<file path="config.mk">
export PLATFORM = sky130hd
export DESIGN_NAME = pio_subsystem
export DESIGN_NICKNAME = d
export VERILOG_FILES = /design/src/logic/pio_pkg.sv /design/src/logic/pio_channel.sv /design/src/logic/pio_req_decoder.sv /design/src/logic/pio_rsp_collector.sv /design/src/logic/pio_subsystem.sv
export VERILOG_INCLUDE_DIRS = /design/src /design/src/logic
export SDC_FILE = /design/constraint.sdc
export NUM_CORES = 1
export LEC_CHECK = 0
export BUFFER_PORTS_ARGS = -buffer_cell sky130_fd_sc_hd__buf_2
export CAP_MARGIN = 20
export CORE_AREA = 2 2 181 183
export DETAILED_ROUTE_END_ITERATION = 10
export DIE_AREA = 0 0 183 185
export PLACE_DENSITY_LB_ADDON = 0.2
export SYNTH_ARGS = -nofsm -noshare
export SYNTH_HDL_FRONTEND = slang
export SYNTH_HIERARCHICAL = 1
export SYNTH_SLANG_ARGS = --single-unit
</file>
<file path="constraint.sdc">
create_clock -name sys_clk -period 1.8 [get_ports sys_clk]
set_input_delay 0.27 -clock sys_clk [delete_from_list [all_inputs] [get_ports sys_clk]]
set_output_delay 0.27 -clock sys_clk [all_outputs]
set_load 0.01 [all_outputs]
</file>
<file path="src/logic/pio_cfg.svh">
`ifndef PIO_CFG_SVH
`define PIO_CFG_SVH

// ----------------------------------------------------------------------
// Subsystem dimensions
// ----------------------------------------------------------------------

// Number of PIO channels behind the host bus
`define PIO_CHANNELS 4

// Pins per channel
`define PIO_WIDTH 8

// Host data width
`define PIO_BUS_WIDTH 32

// Address split, channel index above register offset
`define PIO_REG_BITS 2
`define PIO_CH_BITS 2
`define PIO_ADDR_BITS (`PIO_REG_BITS + `PIO_CH_BITS)

`endif

</file>
<file path="src/logic/pio_pkg.sv">
`include "pio_cfg.svh"

package pio_pkg;

    // ----------------------------------------------------------------------
    // Register map of one channel
    // ----------------------------------------------------------------------
    typedef enum logic [`PIO_REG_BITS-1:0] {
        REG_DATA_IN  = 2'd0,  // synchronized pins, read only
        REG_DATA_OUT = 2'd1,
        REG_IRQ_MASK = 2'd2,
        REG_EDGE_CAP = 2'd3   // write one to clear
    } pio_reg_e;

    // ----------------------------------------------------------------------
    // Bus payloads
    // ----------------------------------------------------------------------

    // Host side request
    typedef struct packed {
        logic                      write;
        logic                      read;
        logic [`PIO_ADDR_BITS-1:0] address;
        logic [`PIO_BUS_WIDTH-1:0] writedata;
    } host_req_t;

    // Request after decode, one per channel
    typedef struct packed {
        logic                      write;
        logic                      read;
        pio_reg_e                  register;
        logic [`PIO_BUS_WIDTH-1:0] writedata;
    } chan_req_t;

    // Read response, valid for a single cycle
    typedef struct packed {
        logic                      valid;
        logic [`PIO_BUS_WIDTH-1:0] readdata;
    } pio_rsp_t;

endpackage

</file>
<file path="src/logic/pio_channel.sv">
`include "pio_cfg.svh"

module pio_channel
    import pio_pkg::*;
(
    input  logic                  sys_clk,
    input  logic                  rst,
    input  chan_req_t             req,
    output pio_rsp_t              rsp,
    input  logic [`PIO_WIDTH-1:0] pin_in,
    output logic [`PIO_WIDTH-1:0] pin_out,
    output logic                  irq
);

    // Input path
    logic [`PIO_WIDTH-1:0] sync_q1;
    logic [`PIO_WIDTH-1:0] sync_q2;
    logic [`PIO_WIDTH-1:0] prev_q;
    logic [`PIO_WIDTH-1:0] rise;

    // Register file
    logic [`PIO_WIDTH-1:0] data_out_q;
    logic [`PIO_WIDTH-1:0] irq_mask_q;
    logic [`PIO_WIDTH-1:0] edge_cap_q;

    logic [`PIO_WIDTH-1:0] clr_mask;
    logic [`PIO_WIDTH-1:0] rd_val;
    logic                  wr_out;
    logic                  wr_mask;

    // ----------------------------------------------------------------------
    // Pin synchronizer and edge detect
    // ----------------------------------------------------------------------
    always_ff @(posedge sys_clk) begin
        if (rst) begin
            sync_q1 <= '0;
            sync_q2 <= '0;
            prev_q  <= '0;
        end else begin
            sync_q1 <= pin_in;
            sync_q2 <= sync_q1;
            prev_q  <= sync_q2;
        end
    end

    assign rise = sync_q2 & ~prev_q;

    // ----------------------------------------------------------------------
    // Register writes
    // ----------------------------------------------------------------------
    assign wr_out   = req.write && (req.register == REG_DATA_OUT);
    assign wr_mask  = req.write && (req.register == REG_IRQ_MASK);
    assign clr_mask = (req.write && (req.register == REG_EDGE_CAP)) ?
                      req.writedata[`PIO_WIDTH-1:0] : '0;

    always_ff @(posedge sys_clk) begin
        if (rst) begin
            data_out_q <= '0;
            irq_mask_q <= '0;
            edge_cap_q <= '0;
            irq        <= 1'b0;
        end else begin
            if (wr_out) begin
                data_out_q <= req.writedata[`PIO_WIDTH-1:0];
            end
            if (wr_mask) begin
                irq_mask_q <= req.writedata[`PIO_WIDTH-1:0];
            end
            // New edge beats a clear on the same bit
            edge_cap_q <= (edge_cap_q & ~clr_mask) | rise;
            irq        <= |(edge_cap_q & irq_mask_q);
        end
    end

    assign pin_out = data_out_q;

    // ----------------------------------------------------------------------
    // Read response
    // ----------------------------------------------------------------------
    always_comb begin
        case (req.register)
            REG_DATA_IN:  rd_val = sync_q2;
            REG_DATA_OUT: rd_val = data_out_q;
            REG_IRQ_MASK: rd_val = irq_mask_q;
            REG_EDGE_CAP: rd_val = edge_cap_q;
            default:      rd_val = '0;
        endcase
    end

    always_ff @(posedge sys_clk) begin
        if (rst) begin
            rsp.valid <= 1'b0;
        end else begin
            rsp.valid <= req.read;
        end

        // Data held between reads
        if (req.read) begin
            rsp.readdata <= {{(`PIO_BUS_WIDTH - `PIO_WIDTH){1'b0}}, rd_val};
        end
    end

endmodule

</file>
<file path="src/logic/pio_req_decoder.sv">
`include "pio_cfg.svh"

module pio_req_decoder
    import pio_pkg::*;
(
    input  logic      sys_clk,
    input  logic      rst,
    input  host_req_t host_req,
    output chan_req_t chan_req [`PIO_CHANNELS]
);

    logic [`PIO_CH_BITS-1:0] ch_sel;
    pio_reg_e                reg_sel;

    // Upper address bits pick the channel, lower bits the register
    assign ch_sel  = host_req.address[`PIO_ADDR_BITS-1 -: `PIO_CH_BITS];
    assign reg_sel = pio_reg_e'(host_req.address[`PIO_REG_BITS-1:0]);

    // ----------------------------------------------------------------------
    // One registered request per channel
    // ----------------------------------------------------------------------
    always_ff @(posedge sys_clk) begin
        for (int i = 0; i < `PIO_CHANNELS; i++) begin
            if (rst) begin
                chan_req[i].write <= 1'b0;
                chan_req[i].read  <= 1'b0;
            end else begin
                // Strobes only reach the addressed channel
                chan_req[i].write <= host_req.write && (ch_sel == `PIO_CH_BITS'(i));
                chan_req[i].read  <= host_req.read && (ch_sel == `PIO_CH_BITS'(i));
            end

            // Payload fans out to all channels
            chan_req[i].register  <= reg_sel;
            chan_req[i].writedata <= host_req.writedata;
        end
    end

endmodule

</file>
<file path="src/logic/pio_rsp_collector.sv">
`include "pio_cfg.svh"

module pio_rsp_collector
    import pio_pkg::*;
(
    input  logic     sys_clk,
    input  logic     rst,
    input  pio_rsp_t chan_rsp [`PIO_CHANNELS],
    output pio_rsp_t host_rsp
);

    logic                      any_valid;
    logic [`PIO_BUS_WIDTH-1:0] sel_data;

    // ----------------------------------------------------------------------
    // Pick the responding channel
    // ----------------------------------------------------------------------
    // Decoder strobes one channel per cycle, so at most one is valid here
    always_comb begin
        any_valid = 1'b0;
        sel_data  = '0;
        for (int i = 0; i < `PIO_CHANNELS; i++) begin
            if (chan_rsp[i].valid) begin
                any_valid = 1'b1;
                sel_data  = chan_rsp[i].readdata;
            end
        end
    end

    // ----------------------------------------------------------------------
    // Registered host response
    // ----------------------------------------------------------------------
    always_ff @(posedge sys_clk) begin
        if (rst) begin
            host_rsp.valid <= 1'b0;
        end else begin
            host_rsp.valid <= any_valid;
        end

        // Zero when idle
        host_rsp.readdata <= sel_data;
    end

endmodule

</file>
<file path="src/logic/pio_subsystem.sv">
`include "pio_cfg.svh"

module pio_subsystem
    import pio_pkg::*;
(
    input  logic                  sys_clk,
    input  logic                  rst,

    // Host bus
    input  host_req_t             host_req,
    output pio_rsp_t              host_rsp,

    // Pins and interrupts
    input  logic [`PIO_WIDTH-1:0] pin_in  [`PIO_CHANNELS],
    output logic [`PIO_WIDTH-1:0] pin_out [`PIO_CHANNELS],
    output logic [`PIO_CHANNELS-1:0] irq
);

    chan_req_t chan_req [`PIO_CHANNELS];
    pio_rsp_t  chan_rsp [`PIO_CHANNELS];

    // ----------------------------------------------------------------------
    // Request decode
    // ----------------------------------------------------------------------
    pio_req_decoder u_req_decoder (
        .sys_clk  (sys_clk),
        .rst      (rst),
        .host_req (host_req),
        .chan_req (chan_req)
    );

    // ----------------------------------------------------------------------
    // Channels
    // ----------------------------------------------------------------------
    for (genvar ch = 0; ch < `PIO_CHANNELS; ch++) begin : g_chan
        pio_channel u_channel (
            .sys_clk (sys_clk),
            .rst     (rst),
            .req     (chan_req[ch]),
            .rsp     (chan_rsp[ch]),
            .pin_in  (pin_in[ch]),
            .pin_out (pin_out[ch]),
            .irq     (irq[ch])
        );
    end

    // ----------------------------------------------------------------------
    // Response merge
    // ----------------------------------------------------------------------
    pio_rsp_collector u_rsp_collector (
        .sys_clk  (sys_clk),
        .rst      (rst),
        .chan_rsp (chan_rsp),
        .host_rsp (host_rsp)
    );

endmodule

</file>
# Word-level counts from Yosys, hierarchy flattened
# Cells that the tools add are included.
# word_totals
n_memories	0
ramBits	0
register_bits	283
romBits	0
out_inout_bits	69
wordCells	122
latchBits	0
input_bits	72
# op_classes
order_cmp	0
bitwise	24
n_mux	16
mul	0
shifts	0
n_eq_ne	6
n_reduce_logical	27
n_addsub	0
div	0
# ops
op	n
one-hot mux 8 bit (4 select lines)	4
AND 8 bit	12
two-way mux 8 bit	8
inverter 8 bit	8
OR 8 bit	4
OR reduction 8 bit	4
logical AND 1 bit	20
== test 2 bit (second input constant)	4
== test 2 x 1 -> 1 bit (second input constant)	2
logical NOT 2 bit	2
two-way mux 1 bit	4
OR reduction 3 bit	1

# Longest topological paths before layout
# depth
ltp_word	6
depth_mapped	6
ltp_nobuf	3

# Hierarchy
# The synthesis kept the hierarchy.
# by_module_without_submodules
module	n_inst	cells_per_inst	seq_area_each_um2	area_each_um2
pio_channel	4	199	1241.2	2303.5
pio_rsp_collector	1	153	660.6	1737.9
pio_req_decoder	1	152	840.8	1692.9

# Worst setup path before layout
# Ideal clock, no wire load.
# synth_path
path_kind	reg-to-reg
from	reg u_req_decoder/chan_req[32] (netlist name)
to	reg g_chan[0].u_channel/rsp[2] (netlist name) (data pin)
synth_period_minus_slack_ns	1.466
stages_incl_launch_ff	5
t_arrival_ns	1.195
required_time_ns	1.528
path_buffers	3
setup_ns	0.272
path_slack_ns	0.334
cell_sequence	dfxtp_1 buf_4 buf_6 buf_8 mux4_2
# synth_lines
element	line	text
end: declaration	pio_channel.sv:9	output pio_rsp_t rsp,

# Worst setup path in the final report
# layout_path
from	reg u_req_decoder/chan_req[32] (netlist name)
to	reg g_chan[3].u_channel/rsp[0] (netlist name) (data pin)
# layout_via
elab_chain_cells	2
word_cells_on_any_way	5
cone_classes	eq/ne: 3; mux: 1; reduce/logical: 1
# layout_lines
element	line	text
== test 2 bit, or another cell as far along	--	
one-hot mux 8 bit (4 select lines) (*)	pio_channel.sv:81	case (req.register)
net g_chan[3].u_channel.rd_val[0]	pio_channel.sv:27	logic [`PIO_WIDTH-1:0] rd_val;
end: declaration	pio_channel.sv:9	
# Mark *: on every way through the listed nets, which the timed path passes. The rest lies on a longest branch.
# A chain may end at the register's enable or synchronous reset.

==> impl_results.md <==
* Cell row count at 66
* Worst-path cell chain: buf_4 -> mux4_1
* Vias post-DR at 7226
* Clock skew at 13.02 ps
* Mapped Area at 11620 sq um
* Max frequency at 0.6409 GHz
* H-tree levels at 1
* Critical path fanouts, max at 23
* Largest stage delay, worst path at 600 ps
* Worst-case reg-to-reg path depth at 2
* Worst Hold Path Cells at 2
* Remaining DRCs at 0
* Clock transition at the registers of the reported paths at 60 ps
* Yosys warns at 6
* Setup tns final at 0 ps
* Mean Syn Cell Area at 11.57 sq um
* Worst r2r src: u_req_decoder/chan_req[32]
* Fin. Hold Viols at 0
* Clock Sinks at 283
* Hold Crit Class: primary input to flop
* Unrepaired setup endpoints after global routing: no
* Gr ovfl total at 0
* CP max stage cell: mux4_1
* Period utilization at 0.8668
* Max Slew Vio Count at 0
* R2r endpoint: g_chan[3].u_channel/rsp[0]
* Share of layout cells above drive strength 1 at 0.2489
* Post-Route Utilization at 0.4257
* PwrDens at 1009 nW/um^2
* Hold wc startpoint: host_req[37]
* Hold Slack at 32.82 ps
* Routed vias/inst at 4.571
* GPL Wtd Cong at 0.7369
* Vias in the first global route at 6881
* Top-Level Pins at 141
* TritonCTS Buffers at 31
* Clock buffer depth at 3
* Initial Util at 0.3628
* Finish-stage setup viols at 0
* First-pass GRT wire length at 38450 um
* Hold Path Sink: u_req_decoder/chan_req[71]
* First-pass DRT Iterations at 4
* Die width at 183 um
* Largest net degree at the start of global routing at 48
* Status: complete, no violations
* CTS tree: done
* Clk_lat worst skew at 560 ps
* Reg-to-reg slack, setup at 240 ps
* Ant diodes at 0
* Post-DP HPWL at 16840 um
* Root Driver: clkbuf_16
* IO Port Bufs at 116
* Post-CTS setup buffers at 0
* Area growth, synth to finish at 17.34%
* Max Cap Viol at 0
* Leak at 0.005988 uW
* Total wire length at 24750 um
* First DRT Iteration DRCs at 385
* Startpoint types: flop
* Worst vdd ir at 0.0006859 V
* Die Y at 185 um
* GR Util All Layers at 0.1448
* Post-DRT Antenna Nets at 0
* Worst EP required at 2090 ps
* Worst Path Class, Setup: flop to flop
* Layout Nets at 1221
* Tmin final at 1560 ps
* Routed WL per cell at 15.65 um
* Initial antenna violation count at 1
* Core footprint at 32040 sq um
* Setup crit end kind: flop
* Worst Path Arrival at 1850 ps
* Post-Syn Instances at 1005
* Die area at 33860 sq um
-- cell usage in the layout, fill, tap and decap left out, types with 10 or more instances in the layout --
cell type and instances:
buf_2 115, dfxtp_1 248, conb_1 96, edfxtp_1 32, mux4_1 24, dlygate4sd3_1 45, a21oi_2 30, nand4_1 32
mux2i_1 64, clkbuf_16 31, a21oi_1 34, nor2_1 97, buf_12 10, a22oi_1 18, o22ai_1 31, a22oi_2 30
buf_4 39, nor2b_1 132
-- power breakdown --
part / internal [uW] / switching, uW
clock network: 3760 / 2490
logic: 403 / 406
registers: 6580 / 123
-- metal layers --
| layer | vias to the layer above | wire length (um) | GRT usage | share of wire |
|---|---|---|---|---|
| met3 | 29 | 1053 | 0.02202 | 0.043 |
| met4 | 2 | 395 | 0.03264 | 0.016 |
| li1 | 3607 | - | - | - |
| met2 | 162 | 11540 | 0.2391 | 0.47 |
| met5 | - | 11 | 0 | 0.00044 |
| met1 | 3426 | 11740 | 0.2007 | 0.47 |
-- registers in the layout (all words and copies together), names as in the netlist --
register	cells
g_chan.u_channel/sync_q2	32
g_chan.u_channel/edge_cap_q	32
u_rsp_collector/host_rsp	33
g_chan.u_channel/pin_out	32
g_chan.u_channel/sync_q1	32
g_chan.u_channel/irq	4
u_req_decoder/chan_req	18
g_chan.u_channel/rsp	36
g_chan.u_channel/prev_q	32
g_chan.u_channel/irq_mask_q	32
-- per-stage QoR --
stage / setup WS, ps / instances / area [sq um] / total power (uW)
finish: 239.7 / 1581 / 13640 / 13760
global route: 185.5 / 1581 / 13640 / 14290
CTS: 234.5 / 1581 / 13640 / 13950
detailed placement: 260.0 / 1479 / 12160 / 7582
global placement: 284.2 / 1479 / 12160 / 7573
floorplan: 333.5 / 1097 / 11970 / 7484
-- worst max path at each step --
stage / startpoint / end / slack, ps
6_report: u_req_decoder/chan_req[32] / g_chan[3].u_channel/rsp[0] / 240
5_1_grt: u_req_decoder/chan_req[32] / g_chan[3].u_channel/rsp[0] / 190
4_1_cts: u_req_decoder/chan_req[32] / g_chan[3].u_channel/rsp[0] / 230
3_5_place_dp: u_req_decoder/chan_req[32] / g_chan[3].u_channel/rsp[0] / 260
3_3_place_gp: u_req_decoder/chan_req[32] / g_chan[3].u_channel/rsp[1] / 280
2_1_floorplan: u_req_decoder/chan_req[32] / g_chan[0].u_channel/rsp[2] / 330
-- worst max-delay path: cells and delay by family (launching register included) --
kind     cells  cell delay, ps
flops        1             360
buf+inv      1             310
mux          1             600
-- timing repair --
action | in CTS | in global routing
hold buffers | 45 | 0
endpoints found under the setup margin | 0 | 0
hold endpoints to repair | 45 | 0
resized for setup | 0 | 0
-- layout make-up --
class / instances / area (sq um)
Timing Repair Buffer: 210 / 1530
Tap cell: 408 / 510.5
Clock buffer: 47 / 905.9
Clock inverter: 10 / 118.9
Fill cell: 3098 / 18400
Inverter: 2 / 7.507
Sequential cell: 283 / 5989
Multi-Input combinational cell: 621 / 4577
Note: power is estimated with default switching activity, not from simulation.
